==> config.mk <==
export PLATFORM = sky130hd
export DESIGN_NAME = rd_addr_manager
export DESIGN_NICKNAME = d
export VERILOG_FILES = /design/src/common/dma_rd_pkg.sv /design/src/hw/rd_req_decode.sv /design/src/hw/burst_seq.sv /design/src/hw/rdata_tracker.sv /design/src/hw/rd_addr_manager.sv
export SDC_FILE = /design/constraint.sdc
export NUM_CORES = 1
export LEC_CHECK = 0
export ABC_CLOCK_PERIOD_IN_PS = 4500
export BUFFER_PORTS_ARGS = -buffer_cell sky130_fd_sc_hd__buf_2
export CORE_ASPECT_RATIO = 1.4
export CORE_UTILIZATION = 48
export CTS_CLUSTER_DIAMETER = 80
export CTS_CLUSTER_SIZE = 8
export DETAILED_ROUTE_END_ITERATION = 8
export HOLD_SLACK_MARGIN = 0.02
export PLACE_DENSITY = 0.78
export SETUP_SLACK_MARGIN = 0.02
export SYNTH_ARGS = -nofsm -noshare
export SYNTH_HDL_FRONTEND = slang
export SYNTH_SLANG_ARGS = --single-unit
==> constraint.sdc <==
create_clock -name aclk -period 4.5 [get_ports aclk]
set_input_delay 0.45 -clock aclk [delete_from_list [all_inputs] [get_ports aclk]]
set_output_delay 0.45 -clock aclk [all_outputs]
set_load 0.005 [all_outputs]
==> src/common/dma_rd_pkg.sv <==
package dma_rd_pkg;

    // ==============================
    // sizes
    // ==============================
    localparam int ADDR_W       = 32;
    localparam int BEAT_BYTES   = 16;   // one 128-bit beat
    localparam int BURST8_BEATS = 8;
    localparam int BURST8_LEN   = 7;    // axi len code, beats minus one

    // ==============================
    // vector types
    // ==============================
    typedef logic [ADDR_W-1:0] addr_t;       // byte address
    typedef logic [31:0]       word_cnt_t;   // request length in 32-bit words
    typedef logic [22:0]       burst_cnt_t;  // bursts per request
    typedef logic [3:0]        burst_len_t;  // axi len code
    typedef logic [3:0]        beat_ofs_t;   // byte offset inside a beat
    typedef logic [3:0]        outstd_t;     // outstanding limit

    // ==============================
    // burst state machine
    // ==============================
    typedef enum logic [2:0] {
        IDLE,
        LOAD,    // decode results just captured
        BURST8,  // full 8-beat bursts
        LAST,    // one short burst
        DRAIN    // wait for the data to come back
    } trans_state_e;

endpackage

==> src/hw/rd_req_decode.sv <==
`timescale 1ns/10ps

module rd_req_decode
    import dma_rd_pkg::*;
(
    input  logic       aclk,
    input  logic       aresetn,

    input  logic       req_pop,
    input  addr_t      raddr_fifo_raddr_in,
    input  word_cnt_t  raddr_fifo_rd_num_word,

    output addr_t      start_addr,
    output burst_cnt_t num_burst8,
    output burst_len_t last_len,
    output burst_cnt_t total_bursts,
    output beat_ofs_t  strb_first_beat_num,
    output beat_ofs_t  strb_last_beat_num
);

    addr_t      word_addr;
    addr_t      aligned_addr;
    addr_t      end_addr;
    addr_t      span;
    addr_t      beat_raw;
    addr_t      beat_cnt;
    burst_cnt_t num_burst8_w;
    burst_len_t last_len_w;

    // ==============================
    // decode of the fifo word
    // ==============================
    assign word_addr    = {raddr_fifo_raddr_in[ADDR_W-1:2], 2'b00};
    assign aligned_addr = {word_addr[ADDR_W-1:4], 4'b0000};
    assign end_addr     = word_addr + (raddr_fifo_rd_num_word << 2);  // words to bytes

    // beats touched, rounded up
    assign span     = end_addr - aligned_addr;
    assign beat_raw = (span + addr_t'(BEAT_BYTES - 1)) / BEAT_BYTES;
    assign beat_cnt = (beat_raw == '0) ? addr_t'(1) : beat_raw;  // at least one beat

    assign num_burst8_w = burst_cnt_t'(beat_cnt / BURST8_BEATS);
    assign last_len_w   = burst_len_t'(beat_cnt % BURST8_BEATS);

    // ==============================
    // capture on pop
    // ==============================
    always_ff @(posedge aclk or negedge aresetn) begin
        if (!aresetn) begin
            start_addr          <= '0;
            num_burst8          <= '0;
            last_len            <= '0;
            total_bursts        <= '0;
            strb_first_beat_num <= '0;
            strb_last_beat_num  <= '0;
        end else if (req_pop) begin
            start_addr          <= aligned_addr;
            num_burst8          <= num_burst8_w;
            last_len            <= last_len_w;
            total_bursts        <= num_burst8_w + burst_cnt_t'(last_len_w != '0);
            strb_first_beat_num <= word_addr[3:0];   // first valid byte in beat 0
            strb_last_beat_num  <= end_addr[3:0];    // end of data in the last beat
        end
    end

endmodule

==> src/hw/burst_seq.sv <==
`timescale 1ns/10ps

module burst_seq
    import dma_rd_pkg::*;
(
    input  logic       aclk,
    input  logic       aresetn,

    input  logic       rd_cfg_ready,
    input  outstd_t    rd_cfg_outstd,
    input  logic       rd_cfg_outstd_en,
    input  logic       raddr_fifo_empty,

    input  burst_cnt_t num_burst8,
    input  burst_len_t last_len,
    input  burst_cnt_t total_bursts,
    input  addr_t      start_addr,

    input  logic       dma_raddr_burst_ok,
    input  burst_cnt_t bursts_returned,
    input  logic       data_done,

    output logic       req_pop,
    output addr_t      dma_trans_burst_addr,
    output burst_len_t dma_trans_burst_len,
    output logic       dma_trans_burst_avalid,
    output logic       read_all_done
);

    trans_state_e state_q;
    trans_state_e state_d;

    logic       run_q;
    burst_cnt_t issued_q;     // accepted bursts of this request
    burst_cnt_t in_flight;
    outstd_t    limit;
    logic       accept;
    logic       issuing;
    logic       more_to_issue;
    logic       window_open;

    assign accept  = dma_trans_burst_avalid && dma_raddr_burst_ok;
    assign issuing = (state_q == BURST8) || (state_q == LAST);

    assign req_pop       = (state_q == IDLE) && run_q && !raddr_fifo_empty;
    assign read_all_done = (state_q == DRAIN) && data_done;

    // set by cfg, dropped once the request is complete
    always_ff @(posedge aclk or negedge aresetn) begin
        if (!aresetn)
            run_q <= 1'b0;
        else if (rd_cfg_ready)
            run_q <= 1'b1;
        else if (read_all_done)
            run_q <= 1'b0;
    end

    // ==============================
    // state machine
    // ==============================
    always_ff @(posedge aclk or negedge aresetn) begin
        if (!aresetn)
            state_q <= IDLE;
        else
            state_q <= state_d;
    end

    always_comb begin
        state_d = state_q;
        case (state_q)
            IDLE:   if (req_pop) state_d = LOAD;
            LOAD:   state_d = (num_burst8 != '0) ? BURST8 : LAST;
            BURST8: begin
                if (accept && issued_q == num_burst8 - 1'b1)
                    state_d = (last_len != '0) ? LAST : DRAIN;
            end
            LAST:   if (accept) state_d = DRAIN;
            DRAIN:  if (data_done) state_d = IDLE;
            default: state_d = IDLE;
        endcase
    end

    always_ff @(posedge aclk or negedge aresetn) begin
        if (!aresetn)
            issued_q <= '0;
        else if (state_q == LOAD)
            issued_q <= '0;
        else if (accept)
            issued_q <= issued_q + 1'b1;
    end

    // ==============================
    // in-flight window
    // ==============================
    assign limit = (rd_cfg_outstd_en && rd_cfg_outstd != '0) ? rd_cfg_outstd : outstd_t'(1);
    assign in_flight     = issued_q - bursts_returned;
    assign window_open   = in_flight < burst_cnt_t'(limit);
    assign more_to_issue = issued_q != total_bursts;

    // held until accepted, then at least one idle cycle
    always_ff @(posedge aclk or negedge aresetn) begin
        if (!aresetn)
            dma_trans_burst_avalid <= 1'b0;
        else if (accept)
            dma_trans_burst_avalid <= 1'b0;
        else if (!dma_trans_burst_avalid && issuing && more_to_issue && window_open)
            dma_trans_burst_avalid <= 1'b1;
    end

    // ==============================
    // address and length
    // ==============================
    always_comb begin
        case (state_q)
            BURST8:  dma_trans_burst_len = burst_len_t'(BURST8_LEN);
            LAST:    dma_trans_burst_len = last_len - 1'b1;
            default: dma_trans_burst_len = '0;
        endcase
    end

    always_ff @(posedge aclk or negedge aresetn) begin
        if (!aresetn)
            dma_trans_burst_addr <= '0;
        else if (state_q == LOAD)
            dma_trans_burst_addr <= start_addr;
        else if (accept)   // step by the beats just sent
            dma_trans_burst_addr <= dma_trans_burst_addr
                                  + (addr_t'(dma_trans_burst_len) + 1'b1) * BEAT_BYTES;
    end

endmodule

==> src/hw/rdata_tracker.sv <==
`timescale 1ns/10ps

module rdata_tracker
    import dma_rd_pkg::*;
(
    input  logic       aclk,
    input  logic       aresetn,

    input  logic       req_pop,
    input  burst_cnt_t total_bursts,
    input  logic       axi_burst_rdata_ok,
    input  logic       read_all_done,

    output burst_cnt_t bursts_returned,
    output logic       data_done,
    output logic       dma_trans_first_burst,
    output logic       dma_trans_last_burst
);

    logic       active_q;
    burst_cnt_t remaining;

    // ==============================
    // returned burst count
    // ==============================
    always_ff @(posedge aclk or negedge aresetn) begin
        if (!aresetn)
            bursts_returned <= '0;
        else if (req_pop)
            bursts_returned <= '0;
        else if (axi_burst_rdata_ok && !data_done)
            bursts_returned <= bursts_returned + 1'b1;
    end

    // job window, pop to done
    always_ff @(posedge aclk or negedge aresetn) begin
        if (!aresetn)
            active_q <= 1'b0;
        else if (req_pop)
            active_q <= 1'b1;
        else if (read_all_done)
            active_q <= 1'b0;
    end

    // ==============================
    // flags
    // ==============================
    assign remaining = total_bursts - bursts_returned;

    assign data_done             = bursts_returned == total_bursts;
    assign dma_trans_first_burst = active_q && (bursts_returned == '0);
    assign dma_trans_last_burst  = active_q && (remaining == burst_cnt_t'(1));  // one to go

endmodule

==> src/hw/rd_addr_manager.sv <==
`timescale 1ns/10ps

module rd_addr_manager
    import dma_rd_pkg::*;
(
    input  logic       aclk,
    input  logic       aresetn,

    input  logic       rd_cfg_ready,
    input  outstd_t    rd_cfg_outstd,
    input  logic       rd_cfg_outstd_en,

    input  addr_t      raddr_fifo_raddr_in,
    input  word_cnt_t  raddr_fifo_rd_num_word,
    input  logic       raddr_fifo_empty,
    output logic       raddr_fifo_pop,

    input  logic       dma_raddr_burst_ok,
    input  logic       axi_burst_rdata_ok,

    output addr_t      dma_trans_burst_addr,
    output burst_len_t dma_trans_burst_len,
    output logic       dma_trans_burst_avalid,

    output beat_ofs_t  strb_first_beat_num,
    output beat_ofs_t  strb_last_beat_num,
    output logic       dma_trans_first_burst,
    output logic       dma_trans_last_burst,
    output logic       read_all_done
);

    // ==============================
    // internal links
    // ==============================
    addr_t      start_addr;
    burst_cnt_t num_burst8;
    burst_len_t last_len;
    burst_cnt_t total_bursts;
    burst_cnt_t bursts_returned;
    logic       data_done;

    rd_req_decode u_decode (
        .aclk                   (aclk),
        .aresetn                (aresetn),
        .req_pop                (raddr_fifo_pop),
        .raddr_fifo_raddr_in    (raddr_fifo_raddr_in),
        .raddr_fifo_rd_num_word (raddr_fifo_rd_num_word),
        .start_addr             (start_addr),
        .num_burst8             (num_burst8),
        .last_len               (last_len),
        .total_bursts           (total_bursts),
        .strb_first_beat_num    (strb_first_beat_num),
        .strb_last_beat_num     (strb_last_beat_num)
    );

    burst_seq u_seq (
        .aclk                   (aclk),
        .aresetn                (aresetn),
        .rd_cfg_ready           (rd_cfg_ready),
        .rd_cfg_outstd          (rd_cfg_outstd),
        .rd_cfg_outstd_en       (rd_cfg_outstd_en),
        .raddr_fifo_empty       (raddr_fifo_empty),
        .num_burst8             (num_burst8),
        .last_len               (last_len),
        .total_bursts           (total_bursts),
        .start_addr             (start_addr),
        .dma_raddr_burst_ok     (dma_raddr_burst_ok),
        .bursts_returned        (bursts_returned),
        .data_done              (data_done),
        .req_pop                (raddr_fifo_pop),
        .dma_trans_burst_addr   (dma_trans_burst_addr),
        .dma_trans_burst_len    (dma_trans_burst_len),
        .dma_trans_burst_avalid (dma_trans_burst_avalid),
        .read_all_done          (read_all_done)
    );

    rdata_tracker u_tracker (
        .aclk                   (aclk),
        .aresetn                (aresetn),
        .req_pop                (raddr_fifo_pop),
        .total_bursts           (total_bursts),
        .axi_burst_rdata_ok     (axi_burst_rdata_ok),
        .read_all_done          (read_all_done),
        .bursts_returned        (bursts_returned),
        .data_done              (data_done),
        .dma_trans_first_burst  (dma_trans_first_burst),
        .dma_trans_last_burst   (dma_trans_last_burst)
    );

endmodule

# After elaboration in Yosys (flattened, before gate mapping)

Cells that the tools add are included.

Magnitude comparators: 1
Mux-type cells: 21
Reduce and logical (&&, ||, !) cells: 29
Add/subtract/negate cells: 12
Eq/ne operators: 12

Operators by type and width:

| cell                                                                 | count |
|---|---|
| 23-bit two-way mux                                                   | 4 |
| 32-bit adder                                                         | 2 |
| 32-bit two-way mux                                                   | 2 |
| 23-bit by 1-bit adder with 23-bit output, second input constant      | 2 |
| 23-bit == test                                                       | 2 |
| 23-bit subtractor                                                    | 2 |
| 32-bit by 4-bit adder with 32-bit output, second input constant      | 1 |
| 32-bit zero test                                                     | 1 |
| 32-bit subtractor                                                    | 1 |
| 26-bit two-way mux                                                   | 1 |
| 23-bit by 1-bit adder with 23-bit output                             | 1 |
| 23-bit by 1-bit == test with 1-bit output, second input constant     | 1 |
| 23-bit zero test                                                     | 1 |
| 23-bit by 4-bit < comparator with 1-bit output                       | 1 |
| 23-bit != test                                                       | 1 |
| 23-bit nonzero test                                                  | 1 |
| 23-bit by 1-bit subtractor with 23-bit output, second input constant | 1 |
| 3-bit two-way mux                                                    | 5 |
| 3-bit one-hot mux with 5 select lines                                | 1 |
| 1-bit logical AND                                                    | 12 |
| 4-bit nonzero test                                                   | 3 |
| 2-bit nonzero test                                                   | 5 |
| 4-bit one-hot mux with 2 select lines                                | 1 |
| 3-bit by 2-bit == test with 1-bit output, second input constant      | 2 |
| other kinds (12)                                                     | 21 |

Bits in registers: 167
Output and inout bits: 49
Input port bits: 75
Word-level logic and storage cells: 88

# Depth between registers and ports, before layout

Gate-level depths: netlist of run 1.

Word-level depth: 7
Mapped depth: 32
Depth with buffers taken out: 32

# By module

Synthesis of run 1 repeated with hierarchy kept, for this count alone.

Cell total of the unflattened synthesis: 1,873
Area, all modules: 15,828.9 µm²

By module, submodules not included:

| module        | sequential area each (µm²) | times used | cells an instance | area each (µm²) |
|---|---|---|---|---|
| rd_req_decode | 2,026.9                    | 1          | 768               | 7,115.6 |
| burst_seq     | 1,501.4                    | 1          | 740               | 5,930.7 |
| rdata_tracker | 600.6                      | 1          | 365               | 2,782.7 |

# Worst setup path before layout of run 1

Ideal clock, no wire load.

Kind: input -> register
From: input port raddr_fifo_raddr_in[2]
To: register u_decode.total_bursts[22]
Stages on the path: 32
Path slack: -2,300 ps
Arrival time: 6,667 ps
Data required time: 4,367 ps
Library setup time: 133 ps
Path buffers: 0
Cells stage by stage: ha_1 -> fa_1 -> a211oi_1 -> o21ai_0 -> a41o_1 -> a21oi_1 -> nor2b_1 -> o21ai_0 -> nand2b_1 -> a21oi_1 -> xnor2_1 -> ha_1 -> ha_1 -> inv_1 -> o31ai_1 -> o21ai_0 -> o211ai_1 -> a41oi_1 -> xnor2_1 -> or3_1 -> nor4_1 -> nand2_1 -> o21ai_0 -> ha_1 -> ha_1 -> nand2_1 -> nor4bb_1 -> and3_1 -> nand4_1 -> nor4_1 -> xor2_1 -> o21ai_0

Longest elaborated chain between the ends: 7

RTL lines:

| element                                      | RTL line              | text |
|---|---|---|
| start: declaration                           | rd_addr_manager.sv:13 | `input addr_t raddr_fifo_raddr_in,` |
| 32-bit adder (*)                             | rd_req_decode.sv:35   | `assign end_addr = word_addr + (raddr_fifo_rd_num_word << 2);` |
| 32-bit subtractor (*)                        | rd_req_decode.sv:38   | `assign span = end_addr - aligned_addr;` |
| 32-bit by 4-bit adder with 32-bit output (*) | rd_req_decode.sv:39   | `assign beat_raw = (span + addr_t'(BEAT_BYTES - 1)) / BEAT_BYTES;` |
| 32-bit zero test                             | rd_req_decode.sv:40   | `assign beat_cnt = (beat_raw == '0) ? addr_t'(1) : beat_raw;` |
| 26-bit two-way mux (*)                       | rd_req_decode.sv:40   |  |
| 4-bit nonzero test                           | rd_req_decode.sv:60   | `total_bursts <= num_burst8_w + burst_cnt_t'(last_len_w != '0);` |
| 23-bit by 1-bit adder with 23-bit output (*) | rd_req_decode.sv:60   |  |
| end signal: assignment                       | rd_req_decode.sv:60   |  |
| end: declaration                             | rd_req_decode.sv:16   | `output burst_cnt_t total_bursts,` |

Every way passes the cells marked *; elsewhere a longest branch is shown, timed or not.
A chain may end at the register's enable or synchronous reset.

# Worst setup path after layout of run 1

From: input port raddr_fifo_raddr_in[2]
To: register u_decode.total_bursts[21]

Same word-level chain as after synthesis.

==> qor.txt, run 1 <==
die extent in x = 150.4 um
gpl congestion = 0.9674
Die Span Y = 209.7 um
Slew @ Worst Pin = 0.9385 ns
commonest non-fill, non-tap cell in the layout = buf_4
power share of the clock group = 14.2%
sequential share of power = 22.4%
DRC = 0
routed length per instance = 18.70 um
antenna violations before repair = 0
Initial Util = 49.12%
largest area contributor in the netlist = dfrtp_1
WS Path Type = in -> reg
DP HPWL = 35,710 um
CP max stage cell = or4b_4
top cells by area, synth = dfrtp_1 (27%), ha_1 (12%), xnor2_1 (6.1%)
Required @ worst endpoint = 4.79 ns
predominant post-synthesis flop cell = dfrtp_1
via-per-instance ratio = 6.006
RSZ-0062 raised after global routing = true
IR drop worst, VDD = 0.2996 mV
Worst-Skew Late Latency = 0.46 ns
Initial DRT Pass Iterations = 7
clock sink total = 161
most frequent cells in the layout = buf_4 (275), nand2_1 (228), dfrtp_1 (161)
share of cells above drive strength 1 = 25.78%
Worst Setup End Kind = flop
#FFs+latches synth = 161
fillers = 2,402
post-synth cell types = 91
synth warn = 0
area occupied by multi-input gates = 0.01097 sq mm
crit path max fanout = 4
via count = 15,615
Hold Slack = 0.06660 ns
Net Switching = 5.241 mW
max incr delay on CP = 0.55 ns
vias in the first global route = 15,393
internal power = 6.063 mW
Post-synth ARST share = 100.0%
gr usage total = 29.81%
CTS tree = built
setup tns final = -37.90 ns
fmax = 152.7 MHz
syn_area_per_cell = 7.955 sq um
Buffers on Ports = 111
Lkg Pwr = 9.212 nW
Post-Syn Area = 0.01480 sq mm
Final ANT Viol Nets = 0
largest net degree at the start of global routing = 98
EDFF count, synth = 0
Post-CTS Hold Buffers = 0
register area share after synthesis = 27.23%
top routing layer used = met4
H-tree levels = 4
data arrival time of the worst path = 6.83 ns
CTS clock-pin slew for the worst setup and hold paths = 0.07 ns
sw frac = 46.36%
WL met1 = 17,460 um
post-synthesis cell count = 1,860
Hold Fails Final Rpt = 0
Congestion Overflow GR = 0
worst min-delay path category = in -> async
cell mode on critical path = o21ai_2
startpoint types = input pin
Met2 Routed Length = 25,040 um
DRT iter0 DRCs = 1,138
Finished Core Util = 63.68%
diode count = 0
die area = 0.03154 sq mm
TritonCTS buffer count = 17
Register-to-Register Setup Slack = 0.56 ns
WL met3 = 2296 um
outcome = finished with violations
FF/Latch Area = 0.004029 sq mm
area delta synth->final = 29.65%
Nets = 2,426
Core Area = 0.03012 sq mm
dpl ws = -2.847 ns
Final Skew = 0.01130 ns
Rows = 75
fraction of the cycle the final worst path needs = 145.5%
Slew HR = 37.40%
failing checks = negative setup slack
Logic pwr share = 63.4%
FF-to-FF End = u_seq.dma_trans_burst_addr[29]
endpoints failing setup = 26
post-synth top area share = 27.23%
final setup margin = -2.048 ns
Tmin final = 6.548 ns
first-pass GRT wire length = 74,040 um
power density cells = 589.3 mW/mm^2
worst r2r path cells = 13
CTS Root Cell = clkbuf_16
max_cap viols = 0
IO Pins = 124
clk buf depth = 2
r2r startpoint = u_seq.state_q[1]
Slew Viols, Final = 0
total wire length = 48,620 um
## cell families after synthesis
logic type | Yosys count | share of synthesized area, %
adder cells (fa/ha/maj) | 149 | 12.85
AO/OA/AOI/OAI | 461 | 19.63
multiplexers | 13 | 0.9049
other | 1 | 0.02535
XOR/XNOR | 190 | 11.30
flip-flops | 161 | 27.23
AND/OR/NAND/NOR | 711 | 23.37
buffers and inverters | 174 | 4.693
## worst max-delay path by stage
stage | startpoint | end | slack [ns] | cells past startpoint
after floorplan | raddr_fifo_raddr_in[2] | u_decode.total_bursts[22] | -1.84 | 32
after global placement | raddr_fifo_raddr_in[3] | u_decode.total_bursts[16] | -2.64 | 34
after detailed placement | raddr_fifo_raddr_in[3] | u_decode.total_bursts[16] | -2.85 | 34
after CTS | raddr_fifo_raddr_in[2] | u_decode.total_bursts[22] | -1.80 | 33
after global routing | raddr_fifo_raddr_in[2] | u_decode.total_bursts[22] | -2.41 | 34
final | raddr_fifo_raddr_in[2] | u_decode.total_bursts[21] | -2.05 | 33
## registers in the layout, summed over array words and instances, names as in the netlist, 2 cells and up
signal and flops:
u_seq.issued_q 23, u_decode.last_len 3, u_decode.start_addr 28, u_seq.dma_trans_burst_addr 28, u_seq.state_q 3, u_decode.strb_last_beat_num 2, u_decode.total_bursts 23, u_decode.num_burst8 23
u_tracker.bursts_returned 23, u_decode.strb_first_beat_num 2
## cell usage after synthesis (4+ instances only)
master / n
a2111oi_0: 6
a211o_1: 7
a211oi_1: 19
a21boi_0: 5
a21o_1: 41
a21oi_1: 108
a221oi_1: 6
a31o_2: 4
a31oi_1: 13
a41oi_1: 6
and2_1: 9
and3_1: 30
buf_4: 8
clkbuf_1: 60
dfrtp_1: 161
fa_1: 5
ha_1: 144
inv_1: 100
mux2i_1: 10
nand2_1: 233
nand2b_1: 19
nand3_1: 58
nand4_1: 41
nor2_1: 168
nor2b_1: 12
nor3_1: 47
nor3b_1: 5
nor4_1: 30
nor4b_1: 4
o2111ai_1: 5
o211ai_1: 11
o21a_1: 13
o21ai_0: 150
o21bai_1: 13
o22ai_1: 8
o311ai_0: 4
o31ai_1: 9
or2_2: 5
or3_1: 17
xnor2_1: 103
xor2_1: 86
## repair_timing
item | CTS | global route
buffers inserted | 11 | 18
pin swaps | 44 | 59
hold endpoints to repair | 0 | 0
endpoints found under the setup margin | 29 | 32
resized for setup | 64 | 63
## critical path, delay by kind of cell
family | cells | cell delay, ns
AOI/OAI and AO/OA | 14 | 2.46
xor gates and xnor gates | 2 | 0.39
adders and majority gates | 5 | 1.33
buffers and inverters | 5 | 0.63
and+or+nand+nor | 7 | 1.54
## routing by layer
layer / vias up / global-route usage, %
met4: 0 / 22.85
met3: 247 / 3.457
met2: 645 / 54.08
li1: 7317 / -
met1: 7406 / 30.76
met5: - / 0
## stage by stage
stage | instance area [sq um] | total power [mW] | instances
global route | 19180 | 12.01 | 2600
finish | 19180 | 11.30 | 2600
CTS | 18740 | 10.73 | 2585
floorplan | 15150 | 6.595 | 1867
global placement | 17760 | 8.737 | 2542
detailed placement | 17760 | 8.919 | 2542
## final cells by class
cell class | count | share of cell area, %
flip-flops and latches | 161 | 21.00
clock inverters | 15 | 1.076
well taps | 385 | 2.511
clock buffers | 17 | 2.218
repair buffers | 389 | 14.00
inverters | 101 | 2.009
multi-input cells | 1532 | 57.19
## power by group through the flow
stage               Clock (mW)  Sequential, mW  Combinational, mW
floorplan                    0            2.28               4.31
finish                    1.60            2.53               7.17
global route              1.66            2.57               7.78
CTS                       1.60            2.50               6.62
global placement             0            2.49               6.25
detailed placement           0            2.52               6.40
Note: power is estimated with default switching activity, not from simulation.
==> run 2: changes to the inputs <==
Settings changed: CORE_UTILIZATION 48 to 55, PLACE_DENSITY 0.78 to 0.86.
==> run 2 against run 1 <==
Cell count is 2.1% lower. Core utilization is 9.4 points higher. Register-to-register slack hardly changed. Die area is 13% lower. Clock power is 4% higher. The flow still finishes with violations (negative setup slack). Critical path depth stayed put. Setup slack worse by 0.35 ns.
==> qor.txt, run 2 (same netlist as run 1, synthesis figures left out) <==
Slew @ Worst Pin = 0.9676 ns (+0.02918 ns)
fillers = 1,758 (-27%)
IO Pins = 124 (unchanged)
most frequent cells in the layout = buf_4 (279), nand2_1 (227), dfrtp_1 (161)
fmax = 145.0 MHz (-5.1%)
gpl congestion = 0.9906 (+2.4%)
fraction of the cycle the final worst path needs = 153.3% (+7.8 points)
IR drop worst, VDD = 0.3522 mV (+18%)
Worst-Skew Late Latency = 0.44 ns (-0.02 ns)
power density cells = 591.4 mW/mm^2 (+0.35%)
total wire length = 50,710 um (+4.3%)
Crit path depth = 33 (unchanged)
die extent in x = 140.6 um (-6.5%)
RSZ-0062 raised after global routing = true
CTS tree = built
Initial DRT Pass Iterations = 5 (-2)
clock sink total = 161 (unchanged)
Congestion Overflow GR = 0 (unchanged)
via-per-instance ratio = 6.264 (+4.3%)
Worst Setup End Kind = flop
share of cells above drive strength 1 = 25.75% (about the same)
antenna violations before repair = 0 (unchanged)
DP HPWL = 36,060 um (+0.96%)
Initial Util = 56.31% (+7.2 points)
vias in the first global route = 15,610 (+1.4%)
diode count = 0 (unchanged)
cell mode on critical path = ha_4
WS Path Type = in -> reg
Hold Fails Final Rpt = 0 (unchanged)
Slew Viols, Final = 0 (unchanged)
CP Buf/Inv Count = 2 (-3)
post-route standard cell area excluding fillers = 0.01921 sq mm (+0.12%)
outcome = finished with violations
Register-to-Register Setup Slack = 0.55 ns (about the same)
Final ANT Viol Nets = 0 (unchanged)
Hold Slack = 0.05444 ns (-0.01216 ns)
CP max stage cell = nor4_2
largest net degree at the start of global routing = 99 (+1.0%)
met1 Track Usage GR = 35.41% (+4.6 points)
Nets = 2,432 (+0.25%)
routed length per instance = 19.93 um (+6.6%)
DRT iter0 DRCs = 1,129 (-0.79%)
H-tree levels = 4 (unchanged)
via count = 15,943 (+2.1%)
die area = 0.02757 sq mm (-13%)
Buffers on Ports = 111 (unchanged)
dpl cells = 2,492 (-2.0%)
crit path max fanout = 3 (-1)
Finished Core Util = 73.10% (+9.4 points)
TritonCTS buffer count = 17 (unchanged)
commonest non-fill, non-tap cell in the layout = buf_4
Final Skew = 0.01558 ns (+0.004282 ns)
worst r2r path cells = 13 (unchanged)
CTS Root Cell = clkbuf_16
failing checks = negative setup slack
endpoints failing setup = 28 (+7.7%)
met2 usage = 62.61% (+8.5 points)
Tmin final = 6.896 ns (+0.3488 ns)
startpoint types = input pin
worst min-delay path category = in -> async
max incr delay on CP = 0.42 ns (-0.13 ns)
DRC = 0 (unchanged)
Slew HR = 35.34% (-2.1 points)
data arrival time of the worst path = 7.19 ns (+0.36 ns)
first-pass GRT wire length = 75,370 um (+1.8%)
max_cap viols = 0 (unchanged)
largest registers = u_decode.start_addr x28, u_seq.dma_trans_burst_addr x28
Core Area = 0.02628 sq mm (-13%)
area delta synth->final = 29.81%
GR Util met3 = 4.418% (+0.96 points)
setup tns final = -45.76 ns (-7.863 ns)
Lkg Pwr = 9.221 nW (about the same)
gr usage total = 34.48% (+4.7 points)
clk buf depth = 2 (unchanged)
Rows = 70 (-6.7%)
Die Span Y = 196.1 um (-6.5%)
final setup margin = -2.396 ns (-0.3488 ns)
non-filler cells, final = 2,545 (-2.1%)
placed inst area = 0.01776 sq mm (about the same)
CTS clock-pin slew for the worst setup and hold paths = 0.07 ns (about the same)
busiest grt layer = met2
Required @ worst endpoint = 4.80 ns (about the same)
CP delay by family, top = simple AND/OR/NAND/NOR gates
[run 2: final timing paths]
path,from,endpoint
worst max-delay path,raddr_fifo_rd_num_word[5],u_decode.total_bursts[22]
worst min-delay path,aresetn,u_seq.dma_trans_burst_addr[7]
worst max register to register,u_seq.state_q[1],u_seq.dma_trans_burst_addr[29]
worst min register to register,u_decode.start_addr[9],u_decode.start_addr[9]
max in group asynchronous,aresetn,u_tracker.bursts_returned[22]
min in group aclk,rd_cfg_ready,u_seq.run_q
[run 2: repair_timing]
item / in CTS / in global routing
endpoints found under the setup margin: 30 / 30
hold endpoints to repair: 0 / 0
buffers inserted: 8 / 14
pin swaps: 56 / 52
cloned: 0 / 0
hold buffers: 0 / 0
resized for setup: 62 / 64
[run 2: layout make-up]
cell class / count / area [sq um] / area share [%]
Timing Repair Buffer: 395 / 2785 / 14.50
Clock buffer: 21 / 460.4 / 2.397
Clock inverter: 11 / 201.4 / 1.049
Tap cell: 324 / 405.4 / 2.111
Multi-Input combinational cell: 1532 / 10940 / 56.98
Inverter: 101 / 381.6 / 1.987
Sequential cell: 161 / 4029 / 20.98
[run 2: per-layer routing]
metal	share of wire, %	vias up
li1	-	7334
met1	35	7562
met2	51	757
met3	5.4	290
met4	8.5	0
met5	0	-
[run 2: report_power, final]
part	total, mW	switching, mW	internal, mW	leakage (nW)
logic	7.16	3.98	3.18	6.82
clock network	1.66	0.643	1.02	0.318
registers	2.53	0.611	1.92	2.08
[run 2: worst register-to-register path, delay by kind of cell, from the launching register on]
kind	cells	cell delay, ns
AO/OA/AOI/OAI	3	0.52
AND/OR/NAND/NOR	7	2.16
flip-flops	1	0.55
adder cells (fa/ha/maj)	1	0.33
XOR/XNOR	2	0.30
[run 2: stage by stage]
step	total power [mW]	worst slack [ns]
finish	11.36	-2.396
global route	12.02	-2.740
CTS	10.85	-1.817
detailed placement	8.942	-2.787
global placement	8.704	-2.519
floorplan	6.595	-1.844
